`src/rtl/bf16_defines.svh`:
```
`ifndef BF16_DEFINES_SVH
`define BF16_DEFINES_SVH

//--------------------------------------------------------------------------
// BFLOAT16 field widths
//--------------------------------------------------------------------------

// the biased exponent field of a BFLOAT16 word.
`define BF16_EXP_W 8

// the stored fraction, without the hidden one.
`define BF16_FRAC_W 7

// the mantissa once the hidden one is put back in front of the fraction.
`define BF16_MAN_W 8

// the product from the multiplier carries two integer bits, so it is one
// bit wider than a normalized mantissa.
`define PROD_MAN_W 9

// exponent gaps up to this value are aligned and combined.
// a wider gap shifts every mantissa bit out, so the larger operand wins.
`define MAX_ALIGN_SHIFT 7

`endif

```
`src/rtl/bf16Pkg.sv`:
```
`default_nettype none

`include "bf16_defines.svh"

package bf16Pkg;

    //----------------------------------------------------------------------------
    // operand formats
    //----------------------------------------------------------------------------

    // a plain BFLOAT16 word, laid out exactly as it sits in memory.
    typedef struct packed {
        logic                    sign;
        logic [`BF16_EXP_W-1:0]  exponent;
        logic [`BF16_FRAC_W-1:0] fraction;
    } bf16_t;

    // the multiplier output before normalization.
    // mantissa bits 8 and 7 are the two integer bits of the product.
    typedef struct packed {
        logic                   sign;
        logic [`BF16_EXP_W-1:0] exponent;
        logic [`PROD_MAN_W-1:0] mantissa;
    } product_t;

    // one accumulator input item holds the new product and the running sum.
    typedef struct packed {
        product_t product;
        bf16_t    prevSum;
    } accIn_t;

    //----------------------------------------------------------------------------
    // internal pipeline formats
    //----------------------------------------------------------------------------

    // how the merge stage builds the result from the two paths.
    typedef enum logic [1:0] {
        passProduct   = 2'd0,
        passLarger    = 2'd1,
        addMagnitudes = 2'd2,
        subMagnitudes = 2'd3
    } accMode_t;

    // operands after ordering and alignment.
    // the big operand keeps its exponent, the small one only its shifted mantissa.
    typedef struct packed {
        accMode_t               mode;
        logic                   bigSign;
        logic [`BF16_EXP_W-1:0] bigExp;
        logic [`BF16_MAN_W-1:0] bigMan;
        logic [`BF16_MAN_W-1:0] smallMan;
    } alignedPair_t;

    // a renormalized magnitude from the add or the subtract path.
    typedef struct packed {
        logic [`BF16_EXP_W-1:0]  exponent;
        logic [`BF16_FRAC_W-1:0] fraction;
        logic                    zero;
    } pathResult_t;

endpackage

`default_nettype wire

```
`src/rtl/magnitudeAdd.sv`:
```
`default_nettype none

`include "bf16_defines.svh"

module magnitudeAdd import bf16Pkg::*; (
    input  wire alignedPair_t pair,
    output pathResult_t       sum
);

    localparam int ExpW = `BF16_EXP_W;
    localparam int ManW = `BF16_MAN_W;
    localparam logic [ExpW-1:0] ExpOne = 1;

    // one extra bit catches the carry out of the mantissa add.
    logic [ManW:0] rawSum;

    assign rawSum = {1'b0, pair.bigMan} + {1'b0, pair.smallMan};

    always_comb begin
        // two normalized mantissas can at most double, so one shift is enough.
        if (rawSum[ManW]) begin
            sum.exponent = pair.bigExp + ExpOne;
            sum.fraction = rawSum[ManW-1:1];
        end else begin
            sum.exponent = pair.bigExp;
            sum.fraction = rawSum[`BF16_FRAC_W-1:0];
        end
        // the big mantissa has its hidden one, so a sum is never zero.
        sum.zero = 1'b0;
    end

endmodule

`default_nettype wire

```
`src/rtl/magnitudeSub.sv`:
```
`default_nettype none

`include "bf16_defines.svh"

module magnitudeSub import bf16Pkg::*; (
    input  wire alignedPair_t pair,
    output pathResult_t       difference
);

    localparam int ExpW   = `BF16_EXP_W;
    localparam int ManW   = `BF16_MAN_W;
    localparam int ShiftW = $clog2(ManW);

    // the top bit is the borrow, kept only so it can be checked.
    logic [ManW:0]     rawDiff;
    logic [ShiftW-1:0] leadShift;
    logic [ManW-1:0]   normDiff;

    assign rawDiff = {1'b0, pair.bigMan} - {1'b0, pair.smallMan};

    //--------------------------------------------------------------------------
    // leading-one search
    //--------------------------------------------------------------------------

    // scanning upward lets the highest set bit win.
    // the shift is how far that bit sits below the hidden-one position.
    always_comb begin
        leadShift = '0;
        for (int i = 0; i < ManW; i++) begin
            if (rawDiff[i]) begin
                leadShift = ShiftW'(ManW - 1 - i);
            end
        end
    end

    assign normDiff = rawDiff[ManW-1:0] << leadShift;

    always_comb begin
        difference.exponent = pair.bigExp - {{(ExpW - ShiftW){1'b0}}, leadShift};
        difference.fraction = normDiff[`BF16_FRAC_W-1:0];
        // exact cancellation has no leading one at all.
        difference.zero     = (rawDiff[ManW-1:0] == '0);
    end

    // the alignment stage orders the operands, so a borrow never occurs.
    always_comb begin
        if (pair.mode == subMagnitudes) begin
            assert (!rawDiff[ManW]);
        end
    end

endmodule

`default_nettype wire

```
`src/rtl/operandAlign.sv`:
```
`default_nettype none

`include "bf16_defines.svh"

module operandAlign import bf16Pkg::*; (
    input  wire accIn_t       operands,
    output alignedPair_t      aligned
);

    localparam int ExpW = `BF16_EXP_W;
    localparam int ManW = `BF16_MAN_W;
    localparam logic [ExpW-1:0] MaxShift = `MAX_ALIGN_SHIFT;
    localparam logic [ExpW-1:0] ExpOne = 1;

    logic [ManW-1:0] prodMan;
    logic [ExpW-1:0] prodExp;
    logic [ManW-1:0] accMan;
    logic            sumZero;
    logic            productBig;
    logic            bigSign;
    logic [ExpW-1:0] bigExp;
    logic [ManW-1:0] bigMan;
    logic [ExpW-1:0] smallExp;
    logic [ManW-1:0] smallRaw;
    logic [ExpW-1:0] expGap;
    accMode_t        mode;

    //--------------------------------------------------------------------------
    // product normalization
    //--------------------------------------------------------------------------

    // a set bit 8 means the product reached two or more, so one place of
    // mantissa moves into the exponent.
    always_comb begin
        if (operands.product.mantissa[`PROD_MAN_W-1]) begin
            prodMan = operands.product.mantissa[`PROD_MAN_W-1:1];
            prodExp = operands.product.exponent + ExpOne;
        end else begin
            prodMan = operands.product.mantissa[ManW-1:0];
            prodExp = operands.product.exponent;
        end
    end

    // the running sum is stored normalized, so only the hidden one is missing.
    assign accMan  = {1'b1, operands.prevSum.fraction};
    assign sumZero = (operands.prevSum == '0);

    // comparing exponent and mantissa as one number orders by magnitude.
    // an all-zero running sum always loses, so the product passes through.
    assign productBig = sumZero || ({prodExp, prodMan} >= {operands.prevSum.exponent, accMan});

    //--------------------------------------------------------------------------
    // operand ordering and alignment
    //--------------------------------------------------------------------------

    always_comb begin
        if (productBig) begin
            bigSign  = operands.product.sign;
            bigExp   = prodExp;
            bigMan   = prodMan;
            smallExp = operands.prevSum.exponent;
            smallRaw = accMan;
        end else begin
            bigSign  = operands.prevSum.sign;
            bigExp   = operands.prevSum.exponent;
            bigMan   = accMan;
            smallExp = prodExp;
            smallRaw = prodMan;
        end
    end

    // ordering makes the gap non-negative.
    assign expGap = bigExp - smallExp;

    always_comb begin
        if (sumZero) begin
            mode = passProduct;
        end else if (expGap > MaxShift) begin
            mode = passLarger;
        end else if (operands.product.sign == operands.prevSum.sign) begin
            mode = addMagnitudes;
        end else begin
            mode = subMagnitudes;
        end
    end

    always_comb begin
        aligned.mode    = mode;
        aligned.bigSign = bigSign;
        aligned.bigExp  = bigExp;
        aligned.bigMan  = bigMan;
        // nothing of the small operand survives a pass-through.
        if (sumZero || expGap > MaxShift) begin
            aligned.smallMan = '0;
        end else begin
            aligned.smallMan = smallRaw >> expGap;
        end
    end

    // the subtract path relies on the ordering to never go negative.
    always_comb begin
        if (aligned.mode == addMagnitudes || aligned.mode == subMagnitudes) begin
            assert (aligned.bigMan >= aligned.smallMan);
        end
    end

endmodule

`default_nettype wire

```
`src/rtl/peAccumulator.sv`:
```
`default_nettype none

`include "bf16_defines.svh"

module peAccumulator import bf16Pkg::*; (
    input  wire logic   clk,
    input  wire logic   rstN,
    input  wire logic   clr,
    input  wire logic   inValid,
    output logic        inReady,
    input  wire accIn_t inData,
    output logic        outValid,
    input  wire logic   outReady,
    output bf16_t       outData
);

    alignedPair_t alignIn;
    alignedPair_t alignOut;
    logic         alignValid;
    logic         alignReady;
    pathResult_t  sumPath;
    pathResult_t  diffPath;
    bf16_t        mergedResult;

    //--------------------------------------------------------------------------
    // stage one normalizes, orders and aligns the operands
    //--------------------------------------------------------------------------

    operandAlign uOperandAlign (
        .operands (inData),
        .aligned  (alignIn)
    );

    stageReg #(
        .payload_t (alignedPair_t)
    ) alignStage (
        .clk       (clk),
        .rstN      (rstN),
        .clr       (clr),
        .upValid   (inValid),
        .upReady   (inReady),
        .upData    (alignIn),
        .downValid (alignValid),
        .downReady (alignReady),
        .downData  (alignOut)
    );

    //--------------------------------------------------------------------------
    // stage two runs both magnitude paths and then the merge
    //--------------------------------------------------------------------------

    magnitudeAdd uMagnitudeAdd (
        .pair (alignOut),
        .sum  (sumPath)
    );

    magnitudeSub uMagnitudeSub (
        .pair       (alignOut),
        .difference (diffPath)
    );

    resultMerge uResultMerge (
        .pair       (alignOut),
        .sum        (sumPath),
        .difference (diffPath),
        .result     (mergedResult)
    );

    stageReg #(
        .payload_t (bf16_t)
    ) outStage (
        .clk       (clk),
        .rstN      (rstN),
        .clr       (clr),
        .upValid   (alignValid),
        .upReady   (alignReady),
        .upData    (mergedResult),
        .downValid (outValid),
        .downReady (outReady),
        .downData  (outData)
    );

endmodule

`default_nettype wire

```
`src/rtl/resultMerge.sv`:
```
`default_nettype none

`include "bf16_defines.svh"

module resultMerge import bf16Pkg::*; (
    input  wire alignedPair_t pair,
    input  wire pathResult_t  sum,
    input  wire pathResult_t  difference,
    output bf16_t             result
);

    //--------------------------------------------------------------------------
    // result selection
    //--------------------------------------------------------------------------

    // both paths run on every item.
    // the mode picks the one that applies.
    always_comb begin
        result = '0;
        case (pair.mode)
            passProduct, passLarger: begin
                // the big operand is already normalized, so only the hidden
                // one is dropped.
                result.sign     = pair.bigSign;
                result.exponent = pair.bigExp;
                result.fraction = pair.bigMan[`BF16_FRAC_W-1:0];
            end
            addMagnitudes: begin
                result.sign     = pair.bigSign;
                result.exponent = sum.exponent;
                result.fraction = sum.fraction;
            end
            subMagnitudes: begin
                // the larger aligned magnitude decides the sign.
                // exact cancellation gives a positive zero word.
                if (difference.zero) begin
                    result = '0;
                end else begin
                    result.sign     = pair.bigSign;
                    result.exponent = difference.exponent;
                    result.fraction = difference.fraction;
                end
            end
        endcase
    end

endmodule

`default_nettype wire

```
`src/rtl/stageReg.sv`:
```
`default_nettype none

`include "bf16_defines.svh"

module stageReg import bf16Pkg::*; #(
    parameter type payload_t = bf16_t
) (
    input  wire logic     clk,
    input  wire logic     rstN,
    input  wire logic     clr,
    input  wire logic     upValid,
    output logic          upReady,
    input  wire payload_t upData,
    output logic          downValid,
    input  wire logic     downReady,
    output payload_t      downData
);

    logic     full;
    payload_t dataQ;

    // the slot can take a new item when it is empty or when the held item
    // leaves on the same edge.
    // nothing is taken while a clear is flushing the pipeline.
    assign upReady   = !clr && (!full || downReady);
    assign downValid = full;
    assign downData  = dataQ;

    always_ff @(posedge clk or negedge rstN) begin
        if (!rstN) begin
            full <= 1'b0;
        end else if (clr) begin
            full <= 1'b0;
        end else if (upReady) begin
            full <= upValid;
        end
    end

    always_ff @(posedge clk) begin
        if (upValid && upReady) begin
            dataQ <= upData;
        end
    end

    // a stalled item stays put until the downstream side takes it.
    holdWhileStalled: assert property (@(posedge clk) disable iff (!rstN)
        downValid && !downReady && !clr |=> downValid && $stable(downData));

    // a clear empties the stage by the next cycle.
    emptyAfterClear: assert property (@(posedge clk) disable iff (!rstN)
        clr |=> !downValid);

endmodule

`default_nettype wire

```
`config.mk`:
```
export PLATFORM = sky130hd
export DESIGN_NAME = peAccumulator
export DESIGN_NICKNAME = d
export VERILOG_FILES = /design/src/rtl/bf16Pkg.sv /design/src/rtl/magnitudeAdd.sv /design/src/rtl/magnitudeSub.sv /design/src/rtl/operandAlign.sv /design/src/rtl/peAccumulator.sv /design/src/rtl/resultMerge.sv /design/src/rtl/stageReg.sv
export VERILOG_INCLUDE_DIRS = /design/src /design/src/rtl
export SDC_FILE = /design/constraint.sdc
export NUM_CORES = 1
export LEC_CHECK = 0
export BUFFER_PORTS_ARGS = -buffer_cell sky130_fd_sc_hd__clkbuf_2
export CAP_MARGIN = 20
export CORE_ASPECT_RATIO = 1.4
export CORE_MARGIN = 2
export CORE_UTILIZATION = 40
export DETAILED_ROUTE_END_ITERATION = 8
export HOLD_SLACK_MARGIN = 0.06
export PLACE_DENSITY = 0.62
export SLEW_MARGIN = 10
export SYNTH_ARGS = -nofsm -noshare
export SYNTH_HDL_FRONTEND = slang
export SYNTH_SLANG_ARGS = --single-unit
```
`constraint.sdc`:
```
create_clock -name clk -period 5.83 [get_ports clk]
set_clock_uncertainty 0.2 [all_clocks]
set_input_delay 0.2915 -clock clk [delete_from_list [all_inputs] [get_ports clk]]
set_output_delay 0.2915 -clock clk [all_outputs]
set_load 0.01 [all_outputs]
```
==> run summary <==
status -> finished clean
Max Freq -> 204 MHz
Syn Area/Cell -> 8.72 um^2
setup violators final -> 0
PD cells -> 217 nW/um^2
Synth Flop Type -> edfxtp_1
maximum vdd drop -> 110 uV
MaxCap Viol Count -> 0
crit end category -> flip-flop
Resize count post-CTS -> 0
Post-synth EDFFs -> 43
cell count after synthesis -> 524
Rows -> 46
Worst-Skew Late Latency -> 0.29 ns
final wirelength -> 11100 um
LEAKAGE -> 2.12 nW
clock slew at reported path FFs -> 0.06 ns
final hold vios -> 0
reg2reg end -> outStage.downData[14]
clock buffer depth -> 2
DR WL/cell -> 15.5 um
Worst R2R Path Depth -> 18
reg2reg start -> alignStage.downData[8]
RSZ-0062 raised after global routing -> no
# port buffers -> 56
P&R area growth vs syn -> 13.0%
Nets -> 649
Iteration-0 DRC Markers -> 145
final core occ -> 0.460
TritonCTS clock tree -> done
vias in the first global route -> 3825
I/O pin cnt -> 57
initial core utilization -> 0.407
Setup TNS -> 0 ns
Seq cells post-synth -> 45
CP max FO -> 31
measured slew at the worst slew-check pin -> 1.01 ns
GRT overflow -> 0
Max-slew headroom -> 0.324
Die X -> 94.3 um
area post-placement -> 4950 um^2
critical path data required time -> 5.75 ns
CTS buffer count -> 5
clk sinks -> 45
design area -> 5160 um^2
yosys warns -> 0
net count after synthesis -> 602
Final Wtd Congestion -> 0.968
most frequent cells in the layout -> clkbuf_2, nand2_1, nor2_1, edfxtp_1, inv_1
Tot GR Track Use -> 0.187
layout cells sized above 1 -> 0.163
initial antenna violation count -> 0
total iterations of the first detailed-routing run -> 5
first-pass GRT wire length -> 18200 um
crit path kind -> in2reg
register area share after synthesis -> 0.294
Setup crit start kind -> primary input
Hold Slack -> 0.116 ns
DRC Markers -> 0
root buffer cell -> clkbuf_16
pin count of the biggest net entering global routing -> 32
Slew Viols, Final -> 0
core area -> 11200 um^2
ANT cells -> 0
vias per cell -> 5.54
most common cell after layout, fill and taps aside -> clkbuf_2
Async S/R FF share, synth -> 0.0444
Routed Antenna Nets -> 0
Final min period -> 4.91 ns
final worst path period share -> 0.842
DP HPWL -> 9090 um
reg2reg setup slack -> 0.99 ns
Power Total -> 1.12 mW
DR vias -> 3970
H-tree Lvls -> 2
Mapped Area -> 4570 um^2
Min-Delay Path Class -> in2async
Hold Buf Count CTS -> 3
Post-CTS Setup Bufs -> 0
die area -> 12300 um^2
die height -> 130 um
synth unique cells -> 69
WP data arrival -> 4.83 ns
routing by layer:
| layer | track usage | part of all wire |
|---|---|---|
| met1 | 0.217 | 0.42 |
| met3 | 0.0206 | 0.026 |
| met2 | 0.333 | 0.50 |
| met4 | 0.105 | 0.050 |
| met5 | 0 | 0 |
area by class of cell:
| type | instances | area [um^2] |
|---|---|---|
| fillers | 1121 | 6060 |
| multi-input cells | 414 | 2980 |
| flip-flops and latches | 45 | 1340 |
| repair buffers | 62 | 340 |
| well taps | 144 | 180 |
| inverters | 43 | 161 |
| clock buffers | 6 | 129 |
| clock inverters | 2 | 33.8 |
stage by stage:
step,setup slack (ns),std cells
2_1_floorplan,1.47,524
3_3_place_gp,0.757,703
3_5_place_dp,0.632,703
4_1_cts,0.924,714
5_1_grt,0.416,716
6_report,0.918,716
sequential cells by signal, summed over array words and instances, names as in the netlist:
register              flops
alignStage.downData      27
outStage.downData        16
alignStage.downValid      1
outStage.downValid        1
worst max-delay path, stage by stage:
cell,delay (ns)
clkbuf_2,0.30
nand4_1,0.19
nor2_1,0.16
xnor2_1,0.19
inv_1,0.08
ha_1,0.43
and2_4,0.20
nand3_1,0.09
nor4_1,0.27
a21o_2,0.54
mux2i_1,0.25
a221o_1,0.46
o41a_1,0.35
or3_4,0.39
a211oi_4,0.38
nor4b_2,0.24
kinds of logic after synthesis:
| logic type | Yosys count | synth area share |
|---|---|---|
| simple gates | 166 | 0.182 |
| compound gates | 137 | 0.199 |
| buf+inv | 65 | 0.0556 |
| mux | 47 | 0.111 |
| flops | 45 | 0.294 |
| fa+ha+maj | 39 | 0.112 |
| xor+xnor | 25 | 0.0479 |
synth_stat cells (3+ instances only):
library cell / count / area [um^2]
a2111oi_0: 4 / 35.0
a211o_1: 3 / 26.3
a21o_1: 5 / 37.5
a21oi_1: 40 / 200
a22oi_1: 3 / 22.5
a31oi_1: 7 / 43.8
and2_1: 7 / 43.8
clkbuf_1: 16 / 60.1
edfxtp_1: 43 / 1290
fa_1: 3 / 60.1
ha_1: 36 / 450
inv_1: 42 / 158
mux2_1: 3 / 33.8
mux2_2: 15 / 169
mux2i_1: 28 / 280
nand2_1: 45 / 169
nand2b_1: 10 / 62.6
nand3_1: 12 / 60.1
nand4_1: 6 / 37.5
nor2_1: 43 / 161
nor2b_1: 9 / 56.3
nor3_1: 8 / 40.0
nor4_1: 5 / 31.3
o2111ai_1: 3 / 26.3
o211ai_1: 3 / 22.5
o21a_1: 7 / 52.6
o21ai_0: 12 / 60.1
o21ai_1: 11 / 55.1
o21bai_1: 7 / 52.6
o22ai_1: 7 / 43.8
o31a_1: 3 / 26.3
or2_2: 3 / 18.8
or3_1: 3 / 18.8
xnor2_1: 18 / 158
xor2_1: 7 / 61.3
power by group:
part | switching, mW | leakage [nW] | internal, mW | total (mW)
clock | 0.115 | 0.0785 | 0.201 | 0.315
combinational | 0.240 | 1.60 | 0.172 | 0.412
sequential | 0.0151 | 0.439 | 0.376 | 0.391
how the worst max path moves through the flow:
stage                           from                      to  slack [ns]  cells past startpoint
after floorplan           inData[24]  alignStage.downData[0]        1.47                     20
after CTS                 inData[24]  alignStage.downData[7]        0.92                     16
after detailed placement  inData[24]  alignStage.downData[7]        0.63                     16
after global placement    inData[24]  alignStage.downData[7]        0.76                     16
after global routing      inData[24]  alignStage.downData[7]        0.42                     19
final                     inData[24]  alignStage.downData[7]        0.92                     16
Note: power is estimated with default switching activity, not from simulation.
